**src/source/framer_pkg.sv**
```systemverilog
// Shared widths and bus structs for the CHDR Ethernet framer
// Framer state encoding
// Ethernet, IPv4 and UDP header constants
// Settings register map: region codes, source registers, table word selects

package framer_pkg;

  // Address and field widths
  typedef logic [47:0] mac_addr_t;
  typedef logic [31:0] ip_addr_t;
  typedef logic [15:0] udp_port_t;
  typedef logic [7:0]  sid_t;
  typedef logic [3:0]  local_addr_t;
  typedef logic [15:0] len_t;
  typedef logic [63:0] word_t;
  typedef logic [11:0] set_addr_t;

  // Source addresses used in every frame
  typedef struct packed {
    mac_addr_t mac;
    ip_addr_t  ip;
    udp_port_t udp;
  } src_cfg_t;

  // One destination table entry
  typedef struct packed {
    ip_addr_t  ip;
    udp_port_t udp;
    mac_addr_t mac;
  } dest_entry_t;

  // Single 32-bit word write into a destination table
  typedef struct packed {
    logic [7:0]  index;
    logic [1:0]  word_sel;
    logic [31:0] data;
    logic        valid;
  } table_wr_t;

  typedef enum logic [3:0] {
    IDLE,
    LOOKUP,
    HDR0,
    HDR1,
    HDR2,
    HDR3,
    HDR4,
    HDR5,
    PAYLOAD
  } framer_state_t;

  // Settings regions, taken from address bits 11:8
  localparam logic [3:0] REGION_SRC    = 4'd0;
  localparam logic [3:0] REGION_REMOTE = 4'd1;
  localparam logic [3:0] REGION_LOCAL  = 4'd4;

  // Registers inside REGION_SRC
  localparam logic [7:0] REG_SRC_MAC_HI = 8'd0;
  localparam logic [7:0] REG_SRC_MAC_LO = 8'd1;
  localparam logic [7:0] REG_SRC_IP     = 8'd2;
  localparam logic [7:0] REG_SRC_UDP    = 8'd3;

  // Table word selects
  localparam logic [1:0] WSEL_IP         = 2'd0;
  localparam logic [1:0] WSEL_UDP_MAC_HI = 2'd1;
  localparam logic [1:0] WSEL_MAC_LO     = 2'd2;

  // Header constants
  localparam logic [15:0] ETH_TYPE_IPV4  = 16'h0800;
  localparam logic [15:0] IP_VER_IHL_TOS = 16'h4500;
  localparam logic [15:0] IP_FLAGS_DF    = 16'h4000;
  localparam logic [15:0] IP_TTL_PROTO   = 16'h1011;
  localparam len_t        IP_HDR_BYTES   = 16'd20;
  localparam len_t        UDP_HDR_BYTES  = 16'd8;

endpackage

```
**src/source/framer_settings.sv**
```systemverilog
// Settings bus decoder for the framer
// Holds the source MAC, IP and UDP port registers
// Turns table-region writes into local and remote table write commands

`timescale 1ns/1ns

module framer_settings (
  input  logic                  clk,
  input  logic                  arst_n,
  input  logic                  set_stb,
  input  framer_pkg::set_addr_t set_addr,
  input  logic [31:0]           set_data,
  output framer_pkg::src_cfg_t  src_cfg,
  output framer_pkg::table_wr_t local_wr,
  output framer_pkg::table_wr_t remote_wr
);

  import framer_pkg::*;

  logic [3:0] region;
  logic [7:0] reg_num;
  logic [3:0] local_sel;
  logic       local_hit;

  assign region  = set_addr[11:8];
  assign reg_num = set_addr[7:0];

  // Local table uses three consecutive regions, one per word
  assign local_sel = region - REGION_LOCAL;
  assign local_hit = (region >= REGION_LOCAL) && (local_sel < 4'd3);

  // Source registers, MAC split over two writes
  always_ff @(posedge clk or negedge arst_n)
  begin
    if (!arst_n)
    begin
      src_cfg <= '0;
    end
    else if (set_stb && (region == REGION_SRC))
    begin
      case (reg_num)
        REG_SRC_MAC_HI: src_cfg.mac[47:32] <= set_data[15:0];
        REG_SRC_MAC_LO: src_cfg.mac[31:0]  <= set_data;
        REG_SRC_IP:     src_cfg.ip         <= set_data;
        REG_SRC_UDP:    src_cfg.udp        <= set_data[15:0];
        default:        src_cfg            <= src_cfg;
      endcase
    end
  end

  // Local table: word from region code, full 8-bit index
  always_comb
  begin
    local_wr.index    = reg_num;
    local_wr.word_sel = local_sel[1:0];
    local_wr.data     = set_data;
    local_wr.valid    = set_stb && local_hit;
  end

  // Remote table: word in bits 7:6, index in bits 5:0
  always_comb
  begin
    remote_wr.index    = {2'b00, reg_num[5:0]};
    remote_wr.word_sel = reg_num[7:6];
    remote_wr.data     = set_data;
    remote_wr.valid    = set_stb && (region == REGION_REMOTE) && (reg_num[7:6] != 2'd3);
  end

  // A single bus write never lands in both tables
  wr_exclusive_a : assert property (
    @(posedge clk) disable iff (!arst_n)
    !(local_wr.valid && remote_wr.valid)
  );

endmodule

```
**config.mk**
```make
export PLATFORM = sky130hd
export DESIGN_NAME = framer_settings
export DESIGN_NICKNAME = d
export VERILOG_FILES = /design/src/source/framer_pkg.sv /design/src/source/framer_settings.sv
export SDC_FILE = /design/constraint.sdc
export NUM_CORES = 1
export LEC_CHECK = 0
export BUFFER_PORTS_ARGS = -buffer_cell sky130_fd_sc_hd__buf_4
export CAP_MARGIN = 20
export CORE_MARGIN = 4
export CORE_UTILIZATION = 39
export DETAILED_ROUTE_END_ITERATION = 10
export PLACE_DENSITY = 0.71
export SLEW_MARGIN = 40
export SYNTH_ARGS = -nofsm -noshare
export SYNTH_HDL_FRONTEND = slang
export SYNTH_SLANG_ARGS = --single-unit
```
**constraint.sdc**
```tcl
create_clock -name clk -period 1.2 [get_ports clk]
set_clock_uncertainty 0.15 [all_clocks]
set_input_delay 0.12 -clock clk [delete_from_list [all_inputs] [get_ports clk]]
set_output_delay 0.12 -clock clk [all_outputs]
set_load 0.03 [all_outputs]
```
* Word level (Yosys, flattened, before mapping)
Cells that the tools add are included.
** Cells by class
- $add $sub $neg :: 1
- $lt $le $gt $ge :: 2
- Eq/ne operators :: 5
- Reductions and logical operators :: 11
** Operators by type and width (number)
- $eq A8 B2 Y1 const B :: 2
- $eq A8 B1 Y1 const B :: 1
- $logic_not A8 Y1 :: 1
- $reduce_and A2 Y1 :: 4
- $logic_and A1 B1 Y1 :: 5
- $eq A4 B1 Y1 const B :: 1
- $ge A4 B3 Y1 const B :: 1
- $logic_not A4 Y1 :: 1
- $lt A4 B2 Y1 const B :: 1
- $sub A4 B3 Y4 const B :: 1
- $ne A2 B2 Y1 const B :: 1
** Word-level totals
- Register bits :: 96
- Input port bits :: 47
- Output and inout port bits :: 182
- Word-level logic and storage cells :: 23

* Depth between registers and ports, before layout
- Depth after elaboration :: 4
- Mapped depth :: 5
- Depth with buffers taken out :: 3

* Worst setup path after synthesis
Ideal clock, no wire load.
- Path type :: input to register
- Start :: in set_addr[9]
- End :: reg src_cfg[17] in the netlist's numbering
- Setup time :: 0.125 ns
- Arrival :: 1.313 ns
- Data required time :: 0.925 ns
- Slack :: -0.388 ns
- Stages :: 5
- Buffers on the path :: 2
- Path through :: nor4b_4 and4_1 buf_2 buf_4 mux2_2
** Between the ends
- Word-level cells in the longest chain between the ends :: 3
** Ends and longest elaborated chain
- start: declaration :: RTL line framer_settings.sv:11 : input framer_pkg::set_addr_t set_addr,
- $logic_not A4 Y1 :: RTL line framer_settings.sv:39 : else if (set_stb && (region == REGION_SRC))
- $logic_and A1 B1 Y1 :: RTL line framer_settings.sv:39
- $reduce_and A2 Y1 (no line)
- end signal: assignment :: RTL line framer_settings.sv:46 : default: src_cfg <= src_cfg;
- end: declaration :: RTL line framer_settings.sv:13 : output framer_pkg::src_cfg_t src_cfg,
Every way passes these cells.
A chain may end at the register's enable or synchronous reset.

* Worst setup path in the final report
- Start :: in set_addr[11]
- End :: reg src_cfg[69] in the netlist's numbering
The elaborated chain is that of the path after synthesis.

==> results.md <==
- Clk buf depth: 2
- Pwr Density: ~900 mW/mm^2
- Avg Cell Area, Syn: roughly 14 sq um
- Fin. max-slew vios: 0
- 1st-iter DRT viols: 83
- Worst-path clk slew: about 90 ps
- Yosys top cell area share: 0.557
- Final wirelength: around 12000 um
- Final worst path period need: 1380 ps
- Input/output buffers: 226
- Largest area contributor in the netlist: dfrtp_1
- Failing checks: negative setup slack
- Die area: approximately 0.013 sq mm
- Initial Utilization: 0.398
- Final instance area: 0.00719 sq mm
- Synth warn: 0
- Diodes inserted: 0
- Required @ worst endpoint: ~1300 ps
- Max Cap Viol: 0
- Routed Antenna Nets: 0
- Most flop-heavy register: src_cfg
- CTS tree: done
- CTS root buffer: clkbuf_8
- Max reg flops: between 90 and 100
- Fill cells: 765
- Startpoint Class: primary input
- Placer congestion estimate: between 0.8 and 0.9
- Largest net degree at the start of global routing: 44
- Die H: approximately 110 um
- P&R area growth vs syn: 66.8%
- Final Hold Viols: 0
- Syn Inst Count: between 300 and 400
- Yosys cell types: 19
- First-pass DRT Iterations: 4
- Clock Sinks: 96
- Worst Path Class, Setup: primary input to register
- VDD IR max: around 0.00066 V
- Post-route setup slack: -180 ps
- Dpl cells: 599
- Layout cells sized above 1: 0.737
- CTS buffer count: 9
- Sequential cell area fraction in the yosys report: 0.557
- Finished Layout Cells: a little under 700
- Reg2Reg Depth: 3
- FF-to-FF Start: src_cfg[14]
- DP HPWL: ~8000 um
- Worst-skew pair later-pin latency: 340 ps
- RSZ-0062 raised after global routing: yes
- Synth top area cells: dfrtp_1 (56%), mux2_2 (24%), buf_4 (15%)
- Row Count: 38
- Core area: 0.0108 sq mm
- DR vias: 3222
- Final TNS setup: -10950 ps
- Routed length per placed instance: 18.0 um
- First-pass GRT wire length: roughly 17000 um
- CP arrival: around 1500 ps
- Register bit total from synthesis: 96
- HP Class: primary input to asynchronous set/reset pin
- Worst Setup End Kind: register
- Share of the core filled with cells: 0.663
- Gr usage total: 0.175
- P_leak: 3.86 nW
- Crit share post-route: 1.15
- Status: finished with violations
- Vias in the first global route: approximately 3400
- Synthesized area: 0.00431 sq mm
- CP Max Fanout: 19
- Initial antenna violation count: 0
- Area of placed instances: 0.00576 sq mm
- Critical R2R Capture: src_cfg[14]
- GR Overflow Total: 0
- Nets: approximately 600
- Setup slack, reg-to-reg: 0 ps
- # setup viols final: 96
- DRC viols: 0
- H-Tree Depth: 3
- Top flop regs: src_cfg (96)
- Die width: ~110 um
- Fmax: a little over 0.7 GHz
- Vias per cell: ~4.7
- # IOs: roughly 230
[power breakdown]
group	internal (W)	total [W]	leakage (nW)	switching (W)
sequential	0.00325	0.00326	1.34	0.0000107
clock	0.00102	0.00214	0.0949	0.00111
combinational	0.000452	0.00107	2.43	0.000615
[cell families (layout without fill, tap and decap cells)]
kind of cell           count (synthesis)  in the layout  synth area share
AO/OA/AOI/OAI                          1              1           0.00116
buffers and inverters                 93            342             0.158
flip-flops                            96             96             0.557
multiplexers                          96             96             0.251
other                                  1              2          0.000870
AND/OR/NAND/NOR                       14             14            0.0313
[worst max-delay path by stage]
stage / slack, ps / endpoint / cells after the start / from
floorplan: -350 / src_cfg[17] / 5 / set_addr[10]
global placement: -490 / src_cfg[32] / 5 / set_addr[10]
detailed placement: -530 / src_cfg[33] / 5 / set_addr[10]
CTS: -110 / src_cfg[69] / 6 / set_addr[10]
global route: -190 / src_cfg[73] / 7 / set_addr[11]
finish: -180 / src_cfg[69] / 7 / set_addr[11]
[routing by layer]
metal,track usage,vias to the layer above,part of all wire
met2,0.325,162,0.52
met3,0.0588,14,0.096
met1,0.185,1602,0.37
met5,0,-,0
met4,0.0585,0,0.012
li1,-,1444,-
[through the flow]
stage | hold slack [ps] | worst slack (ps) | total power (W)
floorplan | -326 | -352 | 0.00391
global placement | -167 | -488 | 0.00426
detailed placement | -163 | -532 | 0.00427
CTS | 4.60 | -107 | 0.00653
global route | 24.2 | -189 | 0.00674
finish | 25.4 | -180 | 0.00646
[synth_stat cells]
master and instances:
and4_1 1, and3b_1 1, nand4_1 1, nor2_1 1, mux2_2 91, conb_1 1, nor3b_1 2, buf_4 87
nand3b_1 1, dfrtp_1 96, nor4_4 1, and3_1 1, nand4_2 2, nand2_1 1, mux2_1 5, a21oi_1 1
buf_2 6, nor3_1 1, nor4b_4 1
[area by class of cell]
| class | count | area (sq um) | share of cell area |
|---|---|---|---|
| Timing Repair Buffer | 326 | 3050 | 0.424 |
| Multi-Input combinational cell | 113 | 1360 | 0.189 |
| Tap cell | 140 | 175 | 0.0244 |
| Clock inverter | 6 | 66.3 | 0.00923 |
| Sequential cell | 96 | 2400 | 0.334 |
| Clock buffer | 10 | 138 | 0.0191 |
[cell usage in the layout (no fill, tap or decap), drive strengths merged]
cell type      n
and3b          1
and4           1
nor2           1
dfrtp         96
clkinvlp       3
nor4b          1
clkbuf        12
a21oi          1
nand4          3
dlygate4sd3   33
conb           2
nand2          1
nor3           1
nor4           1
inv            1
nand3b         1
nor3b          2
and3           1
bufinv         1
mux2          96
clkinv         1
buf          291
[worst max-delay path, stage by stage]
cell and delay, ps:
buf_6 100, nor4b_4 340, buf_4 200, nand4_1 110
buf_6 160, buf_12 150, mux2_2 280
[timing repair]
item                                    CTS  global route
hold buffers                             33             0
endpoints found under the setup margin  170           191
pin swaps                                 1             4
endpoints found under the hold margin   192             0
resized for setup                        87            58
buffers inserted                         18            21
gates cloned                              1             3
Note: power is estimated with default switching activity, not from simulation.
