<file path="config.mk">
export PLATFORM = sky130hd
export DESIGN_NAME = ip_checksum
export DESIGN_NICKNAME = d
export VERILOG_FILES = /design/src/source/framer_pkg.sv /design/src/source/ip_checksum.sv
export SDC_FILE = /design/constraint.sdc
export NUM_CORES = 1
export LEC_CHECK = 0
export ABC_AREA = 1
export BUFFER_PORTS_ARGS = -buffer_cell sky130_fd_sc_hd__buf_2
export CAP_MARGIN = 30
export CORE_MARGIN = 2
export CORE_UTILIZATION = 50
export CTS_CLUSTER_SIZE = 10
export DETAILED_ROUTE_END_ITERATION = 6
export GPL_TIMING_DRIVEN = 0
export PLACE_DENSITY = 0.76
export SLEW_MARGIN = 20
export SYNTH_ARGS = -nofsm -noshare
export SYNTH_HDL_FRONTEND = slang
export SYNTH_SLANG_ARGS = --single-unit
export TNS_END_PERCENT = 50
</file>
<file path="constraint.sdc">
create_clock -name clk -period 0.8 [get_ports clk]
set_input_delay 0.24 -clock clk [delete_from_list [all_inputs] [get_ports clk]]
set_output_delay 0.24 -clock clk [all_outputs]
set_load 0.1 [all_outputs]
</file>
<file path="src/source/framer_pkg.sv">
// Shared widths and bus structs for the CHDR Ethernet framer
// Framer state encoding
// Ethernet, IPv4 and UDP header constants
// Settings register map: region codes, source registers, table word selects

package framer_pkg;

  // Address and field widths
  typedef logic [47:0] mac_addr_t;
  typedef logic [31:0] ip_addr_t;
  typedef logic [15:0] udp_port_t;
  typedef logic [7:0]  sid_t;
  typedef logic [3:0]  local_addr_t;
  typedef logic [15:0] len_t;
  typedef logic [63:0] word_t;
  typedef logic [11:0] set_addr_t;

  // Source addresses used in every frame
  typedef struct packed {
    mac_addr_t mac;
    ip_addr_t  ip;
    udp_port_t udp;
  } src_cfg_t;

  // One destination table entry
  typedef struct packed {
    ip_addr_t  ip;
    udp_port_t udp;
    mac_addr_t mac;
  } dest_entry_t;

  // Single 32-bit word write into a destination table
  typedef struct packed {
    logic [7:0]  index;
    logic [1:0]  word_sel;
    logic [31:0] data;
    logic        valid;
  } table_wr_t;

  typedef enum logic [3:0] {
    IDLE,
    LOOKUP,
    HDR0,
    HDR1,
    HDR2,
    HDR3,
    HDR4,
    HDR5,
    PAYLOAD
  } framer_state_t;

  // Settings regions, taken from address bits 11:8
  localparam logic [3:0] REGION_SRC    = 4'd0;
  localparam logic [3:0] REGION_REMOTE = 4'd1;
  localparam logic [3:0] REGION_LOCAL  = 4'd4;

  // Registers inside REGION_SRC
  localparam logic [7:0] REG_SRC_MAC_HI = 8'd0;
  localparam logic [7:0] REG_SRC_MAC_LO = 8'd1;
  localparam logic [7:0] REG_SRC_IP     = 8'd2;
  localparam logic [7:0] REG_SRC_UDP    = 8'd3;

  // Table word selects
  localparam logic [1:0] WSEL_IP         = 2'd0;
  localparam logic [1:0] WSEL_UDP_MAC_HI = 2'd1;
  localparam logic [1:0] WSEL_MAC_LO     = 2'd2;

  // Header constants
  localparam logic [15:0] ETH_TYPE_IPV4  = 16'h0800;
  localparam logic [15:0] IP_VER_IHL_TOS = 16'h4500;
  localparam logic [15:0] IP_FLAGS_DF    = 16'h4000;
  localparam logic [15:0] IP_TTL_PROTO   = 16'h1011;
  localparam len_t        IP_HDR_BYTES   = 16'd20;
  localparam len_t        UDP_HDR_BYTES  = 16'd8;

endpackage

</file>
<file path="src/source/ip_checksum.sv">
// IPv4 header checksum over the ten header halfwords
// Ones' complement sum with carry folding, inverted and registered

`timescale 1ns/1ns

module ip_checksum (
  input  logic                 clk,
  input  logic                 arst_n,
  input  framer_pkg::len_t     hdr_ip_len,
  input  framer_pkg::ip_addr_t hdr_ip_src,
  input  framer_pkg::ip_addr_t hdr_ip_dst,
  output logic [15:0]          checksum
);

  import framer_pkg::*;

  logic [19:0] sum_full;
  logic [16:0] sum_fold;
  logic [15:0] sum_final;

  // Ident and the checksum field itself add zero
  assign sum_full = 20'(IP_VER_IHL_TOS) + 20'(hdr_ip_len) + 20'(IP_FLAGS_DF)
                  + 20'(IP_TTL_PROTO)
                  + 20'(hdr_ip_src[31:16]) + 20'(hdr_ip_src[15:0])
                  + 20'(hdr_ip_dst[31:16]) + 20'(hdr_ip_dst[15:0]);

  // Two folds absorb every carry out of bit 15
  assign sum_fold  = 17'(sum_full[15:0]) + 17'(sum_full[19:16]);
  assign sum_final = sum_fold[15:0] + 16'(sum_fold[16]);

  always_ff @(posedge clk or negedge arst_n)
  begin
    if (!arst_n)
    begin
      checksum <= '0;
    end
    else
    begin
      checksum <= ~sum_final;
    end
  end

endmodule

</file>
Yosys cells after proc, flatten, opt, wreduce, memory -nomap -nowiden --
Index checks and enable logic that the tools add are counted. W data, S select, Z words.
Operators by class: $add $sub $neg 9, bitwise logic cells 1
Operators by type and width (count):
- $add A20 B16 Y20 | 3
- $add A19 B16 Y20 | 1
- $add A18 B13 Y19 const B | 1
- $add A17 B15 Y18 const B | 1
- $add A15 B16 Y17 const A | 1
- $add A16 B4 Y17 | 1
- $add A16 B1 Y16 | 1
- $not A16 Y16 | 1
Storage, ports and cells: input port bits 82, register bits 16, logic and storage cells 11, output and inout port bits 16

Logic depth before layout (Yosys ltp) --
word-level depth 10, mapped depth 47, mapped depth without buffers 47

Worst setup path after synthesis --
Ideal clock, no wire load.
kind input-to-reg, from input port hdr_ip_len[2], to register checksum[15], setup slack -5547 ps, data required time 687 ps, path buffers 0, stages on the path 44, library setup time 113 ps, data arrival time 6234 ps, path through inv_1 fa_1 inv_1 fa_1 fa_1 ha_1 fa_1 nand2_1 nand2_1 nand4_1 nand2_1 nand2_1 nand2_1 nand3_1 nand2_1 xor2_1 ha_1 inv_1 [8 not listed] nand4_1 inv_2 nand3_1 nor2_1 ha_1 nand2_1 nor2_1 nand3_1 nor2_4 nand3_4 nor2_4 nand2_2 nor2_4 nand3b_4 nor2_4 nand3_1 nand2_1 inv_1
Between the ends: cells in the longest elaborated chain, start to end 10
Ends and longest elaborated chain:
- start: declaration | RTL line ip_checksum.sv:9 | input framer_pkg::len_t hdr_ip_len,
- $add A15 B16 Y17 | RTL line ip_checksum.sv:22 | assign sum_full = 20'(IP_VER_IHL_TOS) + 20'(hdr_ip_len) + 20'(IP_FLAGS_DF)
- $add A17 B15 Y18 | RTL line ip_checksum.sv:22
- $add A18 B13 Y19 | RTL line ip_checksum.sv:23 | + 20'(IP_TTL_PROTO)
- $add A19 B16 Y20 | RTL line ip_checksum.sv:24 | + 20'(hdr_ip_src[31:16]) + 20'(hdr_ip_src[15:0])
- $add A20 B16 Y20 | RTL line ip_checksum.sv:24
- $add A20 B16 Y20 (2 in a row) | RTL line ip_checksum.sv:25 | + 20'(hdr_ip_dst[31:16]) + 20'(hdr_ip_dst[15:0]);
- $add A16 B4 Y17 | RTL line ip_checksum.sv:28 | assign sum_fold = 17'(sum_full[15:0]) + 17'(sum_full[19:16]);
- $add A16 B1 Y16 | RTL line ip_checksum.sv:29 | assign sum_final = sum_fold[15:0] + 16'(sum_fold[16]);
- $not A16 Y16 | RTL line ip_checksum.sv:39 | checksum <= ~sum_final;
- end signal: assignment | RTL line ip_checksum.sv:39
- end: declaration | RTL line ip_checksum.sv:12 | output logic [15:0] checksum
No other way between the ends.

Final worst setup path --
from input port hdr_ip_len[2], to register checksum[14]
The elaborated chain is that of the path after synthesis.

==> results.py <==
metrics = {
    "die": {
        "fp.dieW_um": 90.3,
        "dieArea_um2": 8160,
        "rows": 31,
        "core_um2": 7210,
        "initial_core_util_pct": 51.6,
        "io_pins": 98,
        "die_y_um": 90.3,
    },
    "placed_design": {
        "gp_congestion": 0.840,
        "hpwl_um": 5970,
        "placed_area_um2": 4430,
        "portBuffers": 97,
    },
    "setup_path": {
        "worst-path-buf-inv": 6,
        "path_class": "in2reg",
        "critPathArrivalTime_ps": 6640,
        "worst_path_dominant_cell_family": "simple AND/OR/NAND/NOR gates",
        "cp_slowest_stage_delay_ps": 530,
        "worst_path_max_delay_cell": "fa_1",
        "end_kind": "flip-flop",
        "cp-start-kind": "primary input",
        "crit_path_frequent_cell": "nand2_2",
        "critPathMaxFanout": 3,
        "cp.required_ps": 950,
    },
    "global_routing": {
        "antenna_found_initial": 0,
        "grtUsageMet3_pct": 2.84,
        "grt-busiest-layer": "met2",
        "grt_pass1_wl_um": 14800,
        "grt_use_met2_pct": 42.6,
        "grt_max_degree": 17,
        "grt_pass1_vias": 3752,
        "overflow": 0,
        "track_usage_pct": 21.6,
        "gr-usage-met1_pct": 23.1,
    },
    "run_status": {
        "status": "finished with violations",
        "violations": "negative setup slack",
    },
    "synthesis": {
        "synth_top_family_by_area": "adder cells",
        "synth_top_area_share_pct": 26.3,
        "synth.cells.most_frequent": "183 x inv_1, 106 x nand2_1, 49 x fa_1, 37 x ha_1, 27 x nand3_1",
        "async_flop_share_pct": 100,
        "synth_cell_type_count": 29,
        "synth_most_common_cell": "inv_1",
        "synth_compound_area_share_pct": 2.92,
        "synth_fa_ha_area_share_pct": 38.8,
        "synth_simple_gate_area_share_pct": 24.8,
        "synth_warnings": 0,
        "synth_xor_area_share_pct": 3.90,
        "synth.cell_area_um2": 3720,
        "synth_largest_area_cell": "fa_1",
        "synthMuxAreaShare_pct": 0,
        "synth-edff-count": 0,
        "syn_nets": 682,
        "synthTopCellsByArea": "fa_1 26%, inv_1 18%, ha_1 12%",
        "syn_area_per_cell_um2": 7.25,
        "postSynthCellCount": 514,
        "synth.yosys.seq_area_share_pct": 10.7,
        "synth_ff_type": "dfrtp_1",
        "ys_ff_latch": 16,
    },
    "min_path": {
        "hold_path.class": "in2async",
    },
    "flow_run": {
        "maxCapViolCount": 0,
    },
    "sta": {
        "grt_setup_unrepaired": "true",
        "post-route-min-period_ps": 6500,
        "hold_viol_final": 0,
        "slew_headroom_pct": 70.3,
        "period_share_pct": 812,
        "worst_slack_ps": -5700,
        "tns_ps": -88840,
        "setup_violations": 32,
        "max_freq_mhz": 154,
        "hold_ws_ps": 426,
        "finalMaxSlewViolations": 0,
        "tightest_slew_ps": 443,
    },
    "clocking": {
        "ctsLongestPathBuffers": 2,
        "cts.sinks": 16,
        "clk_pin_slew_ps": 70,
        "root_buffer": "clkbuf_8",
        "h-tree-depth": 1,
        "cts_tree": "yes",
        "cts_made_buffers": 3,
    },
    "routing": {
        "drc_errors": 0,
        "viasPerCell": 4.94,
        "drtAntennaViolNets": 0,
        "drt-initial-drc-count": 192,
        "wirelength_um": 9910,
        "dr_total_vias": 3880,
        "dr.pass1.iters": 6,
        "routedWlPerCell_um": 12.6,
    },
    "cells_and_area": {
        "antennaDiodeCount": 0,
        "reg_top3": "checksum x16",
        "finish.instance_area_um2": 5590,
        "syn2layout_area_growth_pct": 49.9,
        "drive_gt1_share_pct": 42.5,
        "top_register": "checksum",
        "largest_reg_flops": 16,
        "fin_nets": 856,
    },
}
[cells by family after synthesis]
family	Yosys count
buffers and inverters	187
AOI/OAI and AO/OA	20
DFF	16
and+or+nand+nor	191
xor gates and xnor gates	14
adders and majority gates	86
[area by class of cell]
| type | instances | area (um2) |
|---|---|---|
| Tap cell | 99 | 124 |
| Multi-Input combinational cell | 311 | 2990 |
| Clock buffer | 4 | 55.1 |
| Inverter | 187 | 717 |
| Timing Repair Buffer | 169 | 1300 |
| Sequential cell | 16 | 400 |
| Fill cell | 473 | 1630 |
[layout by cell type (no fill, tap or decap), types with 2 or more instances in the layout]
cell type / n
inv_1: 159
nand2_1: 84
buf_2: 77
buf_4: 51
fa_1: 47
nand2_2: 30
ha_1: 25
inv_2: 24
buf_6: 24
nand3_1: 20
dfrtp_1: 16
buf_8: 13
nor2_1: 11
ha_4: 11
nor2_4: 10
nand3_2: 9
nand4_1: 8
a21oi_1: 7
xnor2_1: 7
nor2_2: 7
xor2_2: 5
nand2_4: 5
a21oi_2: 4
clkbuf_8: 4
o21ai_1: 3
inv_4: 3
buf_12: 3
nand3_4: 2
xor2_1: 2
o21ai_0: 2
fa_2: 2
[layer usage]
layer | wire length [um] | up-vias | share of wire [%]
met1 | 3370 | 1832 | 34
met2 | 5560 | 182 | 56
met3 | 514 | 53 | 5.2
met4 | 458 | 0 | 4.6
li1 | - | 1813 | -
met5 | 0 | - | 0
[final timing paths]
kind                                end           start  cells after the start  slack, ps
max in group asynchronous   checksum[6]          arst_n                      2        120
min in group clk            checksum[0]  hdr_ip_dst[16]                      6        820
hold / removal              checksum[7]          arst_n                      2        430
setup / recovery           checksum[14]   hdr_ip_len[2]                     45      -5700
[per-stage QoR]
step / util (%) / worst slack (ps) / cells
after detailed placement: 61.4 / -6230 / 710
after CTS: 71.2 / -5380 / 765
after global routing: 77.4 / -5980 / 786
final: 77.4 / -5700 / 786
after global placement: 61.4 / -6040 / 710
after floorplan: - / -5340 / 514
[repair_timing]
item	4_1_cts	5_1_grt
resized for setup	77	83
setup buffers	50	23
hold buffers	1	0
pin swaps	36	52
endpoints found under the hold margin	16	0
endpoints found under the setup margin	32	32
Power is left out: the tool's default activity adds up to more than one toggle a clock period on the data nets, which glitch-free logic cannot reach.
