**src/source/framer_pkg.sv**
```systemverilog
// Shared widths and bus structs for the CHDR Ethernet framer
// Framer state encoding
// Ethernet, IPv4 and UDP header constants
// Settings register map: region codes, source registers, table word selects

package framer_pkg;

  // Address and field widths
  typedef logic [47:0] mac_addr_t;
  typedef logic [31:0] ip_addr_t;
  typedef logic [15:0] udp_port_t;
  typedef logic [7:0]  sid_t;
  typedef logic [3:0]  local_addr_t;
  typedef logic [15:0] len_t;
  typedef logic [63:0] word_t;
  typedef logic [11:0] set_addr_t;

  // Source addresses used in every frame
  typedef struct packed {
    mac_addr_t mac;
    ip_addr_t  ip;
    udp_port_t udp;
  } src_cfg_t;

  // One destination table entry
  typedef struct packed {
    ip_addr_t  ip;
    udp_port_t udp;
    mac_addr_t mac;
  } dest_entry_t;

  // Single 32-bit word write into a destination table
  typedef struct packed {
    logic [7:0]  index;
    logic [1:0]  word_sel;
    logic [31:0] data;
    logic        valid;
  } table_wr_t;

  typedef enum logic [3:0] {
    IDLE,
    LOOKUP,
    HDR0,
    HDR1,
    HDR2,
    HDR3,
    HDR4,
    HDR5,
    PAYLOAD
  } framer_state_t;

  // Settings regions, taken from address bits 11:8
  localparam logic [3:0] REGION_SRC    = 4'd0;
  localparam logic [3:0] REGION_REMOTE = 4'd1;
  localparam logic [3:0] REGION_LOCAL  = 4'd4;

  // Registers inside REGION_SRC
  localparam logic [7:0] REG_SRC_MAC_HI = 8'd0;
  localparam logic [7:0] REG_SRC_MAC_LO = 8'd1;
  localparam logic [7:0] REG_SRC_IP     = 8'd2;
  localparam logic [7:0] REG_SRC_UDP    = 8'd3;

  // Table word selects
  localparam logic [1:0] WSEL_IP         = 2'd0;
  localparam logic [1:0] WSEL_UDP_MAC_HI = 2'd1;
  localparam logic [1:0] WSEL_MAC_LO     = 2'd2;

  // Header constants
  localparam logic [15:0] ETH_TYPE_IPV4  = 16'h0800;
  localparam logic [15:0] IP_VER_IHL_TOS = 16'h4500;
  localparam logic [15:0] IP_FLAGS_DF    = 16'h4000;
  localparam logic [15:0] IP_TTL_PROTO   = 16'h1011;
  localparam len_t        IP_HDR_BYTES   = 16'd20;
  localparam len_t        UDP_HDR_BYTES  = 16'd8;

endpackage

```
**src/source/chdr_eth_framer.sv**
```systemverilog
// CHDR to Ethernet/IPv4/UDP framing FSM
// Captures sid, local address and length from the CHDR header word
// Selects local or remote destination, builds six header words,
// then passes the CHDR packet through unchanged

`timescale 1ns/1ns

module chdr_eth_framer (
  input  logic                     clk,
  input  logic                     arst_n,
  input  logic                     clear,
  input  framer_pkg::src_cfg_t     src_cfg,
  input  framer_pkg::dest_entry_t  local_entry,
  input  framer_pkg::dest_entry_t  remote_entry,
  input  logic [15:0]              checksum,
  output framer_pkg::sid_t         sid,
  output framer_pkg::local_addr_t  local_addr,
  output framer_pkg::len_t         hdr_ip_len,
  output framer_pkg::ip_addr_t     hdr_ip_dst,
  input  framer_pkg::word_t        in_tdata,
  input  logic                     in_tlast,
  input  logic                     in_tvalid,
  output logic                     in_tready,
  output framer_pkg::word_t        out_tdata,
  output logic [3:0]               out_tuser,
  output logic                     out_tlast,
  output logic                     out_tvalid,
  input  logic                     out_tready
);

  import framer_pkg::*;

  framer_state_t state;
  framer_state_t state_next;
  len_t          pkt_len;
  len_t          udp_len;
  dest_entry_t   dest;
  logic          use_local;
  logic          in_hdr;

  always_ff @(posedge clk or negedge arst_n)
  begin
    if (!arst_n)
    begin
      state <= IDLE;
    end
    else if (clear)
    begin
      state <= IDLE;
    end
    else
    begin
      state <= state_next;
    end
  end

  always_comb
  begin
    state_next = state;
    case (state)
      IDLE:
        if (in_tvalid)
          state_next = LOOKUP;
      // Tables are addressed here, entries ready in HDR0
      LOOKUP: state_next = HDR0;
      HDR0:
        if (out_tready)
          state_next = HDR1;
      HDR1:
        if (out_tready)
          state_next = HDR2;
      HDR2:
        if (out_tready)
          state_next = HDR3;
      HDR3:
        if (out_tready)
          state_next = HDR4;
      HDR4:
        if (out_tready)
          state_next = HDR5;
      HDR5:
        if (out_tready)
          state_next = PAYLOAD;
      PAYLOAD:
        if (in_tvalid && out_tready && in_tlast)
          state_next = IDLE;
      default: state_next = IDLE;
    endcase
  end

  // First word is only looked at, not consumed, while idle
  always_ff @(posedge clk or negedge arst_n)
  begin
    if (!arst_n)
    begin
      sid        <= '0;
      local_addr <= '0;
      pkt_len    <= '0;
    end
    else if ((state == IDLE) && in_tvalid)
    begin
      sid        <= in_tdata[7:0];
      local_addr <= in_tdata[11:8];
      pkt_len    <= in_tdata[47:32];
    end
  end

  // Local addresses 0 and 1 route through the sid-indexed table
  assign use_local = (local_addr == 4'd0) || (local_addr == 4'd1);
  assign dest      = use_local ? local_entry : remote_entry;

  assign hdr_ip_dst = dest.ip;
  assign hdr_ip_len = pkt_len + IP_HDR_BYTES + UDP_HDR_BYTES;
  assign udp_len    = pkt_len + UDP_HDR_BYTES;

  assign in_hdr = (state >= HDR0) && (state <= HDR5);

  assign in_tready  = (state == PAYLOAD) ? out_tready : 1'b0;
  assign out_tvalid = (state == PAYLOAD) ? in_tvalid : in_hdr;
  assign out_tlast  = (state == PAYLOAD) && in_tlast;
  // Byte count of the last word, 0 for a full word
  assign out_tuser  = ((state == PAYLOAD) && in_tlast) ? {1'b0, pkt_len[2:0]} : 4'd0;

  always_comb
  begin
    case (state)
      HDR0:    out_tdata = {48'h0, dest.mac[47:32]};
      HDR1:    out_tdata = {dest.mac[31:0], src_cfg.mac[47:16]};
      HDR2:    out_tdata = {src_cfg.mac[15:0], ETH_TYPE_IPV4, IP_VER_IHL_TOS, hdr_ip_len};
      HDR3:    out_tdata = {16'h0, IP_FLAGS_DF, IP_TTL_PROTO, checksum};
      HDR4:    out_tdata = {src_cfg.ip, dest.ip};
      HDR5:    out_tdata = {src_cfg.udp, dest.udp, udp_len, 16'h0};
      default: out_tdata = in_tdata;
    endcase
  end

  // Input is only drawn while the packet body streams
  ready_in_payload_a : assert property (
    @(posedge clk) disable iff (!arst_n)
    in_tready |-> (state == PAYLOAD)
  );

  // A stalled output word is not withdrawn
  valid_held_a : assert property (
    @(posedge clk) disable iff (!arst_n || clear)
    (out_tvalid && !out_tready) |=> out_tvalid
  );

endmodule

```
**config.mk**
```make
export PLATFORM = sky130hd
export DESIGN_NAME = chdr_eth_framer
export DESIGN_NICKNAME = d
export VERILOG_FILES = /design/src/source/framer_pkg.sv /design/src/source/chdr_eth_framer.sv
export SDC_FILE = /design/constraint.sdc
export NUM_CORES = 1
export LEC_CHECK = 0
export BUFFER_PORTS_ARGS = -buffer_cell sky130_fd_sc_hd__clkbuf_2
export CAP_MARGIN = 20
export CORE_AREA = 2 2 194 196
export DETAILED_ROUTE_END_ITERATION = 12
export DIE_AREA = 0 0 196 198
export GPL_ROUTABILITY_DRIVEN = 0
export REMOVE_ABC_BUFFERS = 1
export SYNTH_ARGS = -nofsm -noshare
export SYNTH_HDL_FRONTEND = slang
export SYNTH_SLANG_ARGS = --single-unit
```
**constraint.sdc**
```tcl
create_clock -name clk -period 2.2 [get_ports clk]
set_input_delay 0.55 -clock clk [delete_from_list [all_inputs] [get_ports clk]]
set_output_delay 0.55 -clock clk [all_outputs]
set_load 0.02 [all_outputs]
```
; ---- Word level (Yosys, flattened, before mapping)
; Cells that the tools add are included.
[word_totals]
register_bits = 32
in_bits = 374
[op_classes]
addsub = 3
order_cmp = 2
eq_ne = 17
muxes = 15
reduce_logical = 9
[op_table]
columns = operator, count
row1 = $pmux 64 s6, 1
row2 = $mux 96, 1
row3 = $mux 4, 9
row4 = $pmux 4 s9, 1
row5 = $add 16x4->16 const B, 2
row6 = $ne 3x3->1 const B, 8
row7 = $add 16x5->16 const B, 1
row8 = $eq 4x3->1 const B, 4
row9 = $eq 4x1->1 const B, 2
row10 = $eq 4x2->1 const B, 2
row11 = $logic_not 4->1, 2
row12 = $reduce_and 8->1, 1
row13 = $logic_and 1x1->1, 5
row14 = $eq 4x4->1 const B, 1
row15 = $ge 4x2->1 const B, 1
row16 = $le 4x3->1 const B, 1
row17 = $mux 3, 1
row18 = $mux 1, 2
row19 = $logic_or 1x1->1, 1

; ---- Longest topological paths before layout
[depth]
ltp_word = 5
ltp_mapped = 8
mapped_depth_nobuf = 7

; ---- Worst setup path after synthesis
; Ideal clock, no wire load.
[synth_path]
kind = register to output
from = reg pkt_len[2]
to = out out_tdata[12]
t_arrival_ns = 2.125
required_ns = 1.650
setup_slack_ns = -0.475
path_stages_with_launch = 8
cell_sequence = dfrtp_1 inv_1 ha_1 nor2b_1 nor4_2 xor2_1 nand2_1 a31oi_1
[synth_via]
elab_chain_len = 3
[synth_rtl]
columns = item, line_no
row1 = start: declaration, chdr_eth_framer.sv:35  ; len_t pkt_len;
row2 = start signal: assignment, chdr_eth_framer.sv:104  ; pkt_len <= in_tdata[47:32];
row3 = $add 16x5->16, chdr_eth_framer.sv:113  ; assign hdr_ip_len = pkt_len + IP_HDR_BYTES + UDP_HDR_BYTES;
row4 = $add 16x4->16, chdr_eth_framer.sv:113
row5 = via hdr_ip_len[12], chdr_eth_framer.sv:18  ; output framer_pkg::len_t hdr_ip_len,
row6 = $pmux 64 s6, chdr_eth_framer.sv:126  ; case (state)
row7 = end: declaration, chdr_eth_framer.sv:24  ; output framer_pkg::word_t out_tdata,
; The timed path passes the listed nets, and every way through them passes these cells.

; ---- Worst setup path after layout
[layout_path]
from = reg local_addr[1]
to = out out_tdata[28]
[layout_via]
elab_chain_len = 4
word_cells_on_any_way = 5
cone_classes = eq/ne: 1 / mux: 2 / reduce/logical: 2
[layout_rtl]
columns = item, line_no
row1 = start: declaration, chdr_eth_framer.sv:17  ; output framer_pkg::local_addr_t local_addr,
row2 = start signal: assignment, chdr_eth_framer.sv:103  ; local_addr <= in_tdata[11:8];
row3 = $eq 4x1->1 or $logic_not 4->1 (tied branches), chdr_eth_framer.sv:109  ; assign use_local = (local_addr == 4'd0) || (local_addr == 4'd1);
row4 = $logic_or 1x1->1 *, chdr_eth_framer.sv:109
row5 = $mux 96 *, chdr_eth_framer.sv:110  ; assign dest = use_local ? local_entry : remote_entry;
row6 = $pmux 64 s6 *, chdr_eth_framer.sv:126
; Mark *: on every way between the ends. The rest lies on a longest branch, timed or not.

==> flow_summary.ini <==
[sta]
hold_viol_final = 0
tightest_slew_ns = 0.659
drv_slew = 0
clock.fmax_mhz = 360
rsz0062_at_grt = yes
setup_slack_ns = -0.581
finalSetupViolCount = 108
timing.final.crit_period_ns = 2.78
fin_crit_sh_pct = 126
hold_slack_ns = 0.278
max_slew_margin_pct = 56.0
clock_skew_ns = 0.00631

[logic_synthesis]
syn_avg_cell_area_um2 = 6.86
ys_seq_area_share_pct = 16.4
synth-seq-cells = 32
synth-main-ff-cell = dfrtp_1
async_flop_share_pct = 100
syn_area_um2 = 4890
ys_types = 51
synth_edf_count = 0
syn_inst = 714
yosysWarnings = 0

[pwr]
ir_worst_vdd_v = 0.000450
clkPwrFrac_pct = 5.4
p_seq_share_pct = 7.1
sw_frac_of_total_pct = 48.9
p_int_w = 0.00793
powerDensity_nw_per_um2 = 1310
p_comb_share_pct = 87.5
power_switching_w = 0.00759
power_leakage_nw = 5.87

[detailed_routing]
vias_per_cell = 4.66
drt_first_pass_iters = 5
drt-total-wl_mm = 41.3
via_count = 8625
ant_nets = 0
drcViolationCount = 0
drt_iter0_drc = 404
wl_per_cell_um = 22.3

[placed_design]
preCtsSetupSlack_ns = -0.382
io_buffers = 503
dp.final_hpwl_mm = 30.9

[cells_and_area]
area_growth_pct = 141
drive_above_1_share_pct = 68.7
final_nets = 1748
final_common_cell = clkbuf_2
final_cell_mix = clkbuf_2 (391), buf_4 (166), nand2_1 (109)
fillCellCount = 3822

[clocking]
cts-buffers-inserted = 5
cts_tree = yes
htreeDepth = 2
clk_pin_slew_ns = 0.06
cts-root-buf = clkbuf_16
clock_latency_ns = 0.29
cts.sinks = 32
clk_path_buf_depth = 2

[setup_path]
cpMaxStageDelayCell = or3_4
timing.critical_path.buf_inv = 4
cp.required_ns = 1.65
cp_top_family = buffers and inverters
path_class = register to primary output
critPathMaxStageDelay_ns = 0.49
worstPathArrival_ns = 2.23
crit_path_start_kind = register
rr_startpoint = state[1]$_DFFE_PN0P_
crit_path_end_kind = primary output
crit_fanout = 9
worstPathCellList = or3_4 > buf_12 > buf_12 > buf_16 > nand2_4 > nand2_4 > a221oi_2 > a21oi_1 > buf_4
crit_path_start = local_addr[1]$_DFFE_PN0P_

[outcome]
status = finished with violations
failed_checks = negative setup slack

[global_routing]
overflow = 0
antenna_found_initial = 8
grtUsageTotal_pct = 19.9
grt_pass1_vias = 8591
grt_pass1_wl_mm = 56.0
grt_start_max_net_pins = 39

[floorplan]
core_area_um2 = 37000
rows = 71
die_x_um = 196
die_area_um2 = 38800
die_h_um = 198
ios = 505
initial_utilization_pct = 13.2

[worst_hold_path]
hp-class = input pin to asynchronous set/reset pin

[run]
cap_viol_max_count = 0
==> through the flow <==
stage          cells  TNS [ns]  total power, W  cell area (um^2)  util [%]
2_1_floorplan    647   -170.25         0.00567              4540         -
3_3_place_gp    1779     -7.32          0.0105              9130      24.7
3_5_place_dp    1779     -9.37          0.0106              9130      24.7
4_1_cts         1837    -40.69          0.0148             11400      30.8
5_1_grt         1851    -48.08          0.0163             11800      32.0
6_report        1852    -40.87          0.0155             11800      32.0
==> flip-flops by register name (all words and copies together), names as in the netlist <==
name / cells
local_addr: 4
pkt_len: 16
state: 4
sid: 8
==> synthesized netlist by cell type, types with 3 or more instances <==
library cell / n / area (um^2)
xor2_1: 18 / 158
a211oi_1: 10 / 75.1
mux2_2: 28 / 315
o22a_1: 4 / 35.0
buf_6: 6 / 67.6
clkbuf_1: 21 / 78.8
buf_1: 3 / 11.3
and3_1: 3 / 18.8
and2_1: 4 / 25.0
nor2_1: 41 / 154
a21oi_1: 63 / 315
nor2b_1: 9 / 56.3
o211ai_1: 15 / 113
o22ai_1: 10 / 62.6
a222oi_1: 12 / 120
dfrtp_1: 32 / 801
a22oi_1: 32 / 240
o21ai_1: 5 / 25.0
mux2i_1: 46 / 460
buf_2: 32 / 160
a221oi_1: 9 / 78.8
nand2_1: 198 / 743
nor3_1: 7 / 35.0
buf_4: 5 / 37.5
inv_1: 7 / 26.3
nor4_1: 5 / 31.3
a31oi_1: 17 / 106
ha_1: 4 / 50.1
xnor2_1: 6 / 52.6
o21ai_0: 20 / 100
nor4_2: 4 / 50.1
nand3_1: 12 / 60.1
==> cell type report <==
class	count	area [um^2]	area share, %
inverter	7	43.8	0.371
tap	474	593	5.02
clock inverter	3	42.5	0.360
timing repair buffer	716	5420	45.9
clock buffer	5	125	1.06
antenna	7	17.5	0.148
sequential	32	803	6.80
multi-input combinational	608	4760	40.3
==> metal layers <==
| metal | up-vias | part of all wire (%) | global-route usage, % |
|---|---|---|---|
| li1 | 3914 | - | - |
| met4 | 2 | 4.4 | 9.06 |
| met5 | - | 0.031 | 0 |
| met2 | 509 | 50 | 35.7 |
| met3 | 102 | 5.9 | 1.67 |
| met1 | 4098 | 40 | 24.2 |
==> logic make-up (layout without fill, tap and decap cells) <==
family,count (synthesis),in the layout,share of synthesized area [%]
flip-flops,32,32,16.4
AO/OA/AOI/OAI,210,210,28.6
buffers and inverters,74,731,7.80
adder cells (fa/ha/maj),4,4,1.02
multiplexers,74,74,15.8
XOR/XNOR,24,24,4.29
other,1,8,0.0766
AND/OR/NAND/NOR,295,295,26.0
==> path summary, 6_finish.rpt <==
path / cells after the start / slack (ns) / endpoint
worst max-delay path: 9 / -0.58 / out_tdata[28]
worst min-delay path: 1 / 0.28 / sid[6]$_DFFE_PN0P_
worst max register to register: 6 / 0.32 / pkt_len[3]$_DFFE_PN0P_
worst min register to register: 1 / 0.50 / sid[2]$_DFFE_PN0P_
max in group asynchronous: 2 / 1.32 / sid[4]$_DFFE_PN0P_
min in group clk: 2 / 0.47 / state[3]$_DFFE_PN0P_
==> timing repair <==
action	CTS	global route
gates resized for setup	384	222
gates cloned	11	0
buffers inserted	55	29
pin swaps	119	72
setup endpoints to repair	112	114
hold buffers	0	0
==> power groups by stage <==
stage	registers (W)	logic, W	clock network, W
2_1_floorplan	0.00142	0.00425	0
3_3_place_gp	0.00109	0.00946	0
3_5_place_dp	0.00110	0.00950	0
4_1_cts	0.00110	0.0129	0.000874
5_1_grt	0.00114	0.0143	0.000885
6_report	0.00111	0.0136	0.000835
Power figures use the tool's default switching activity.
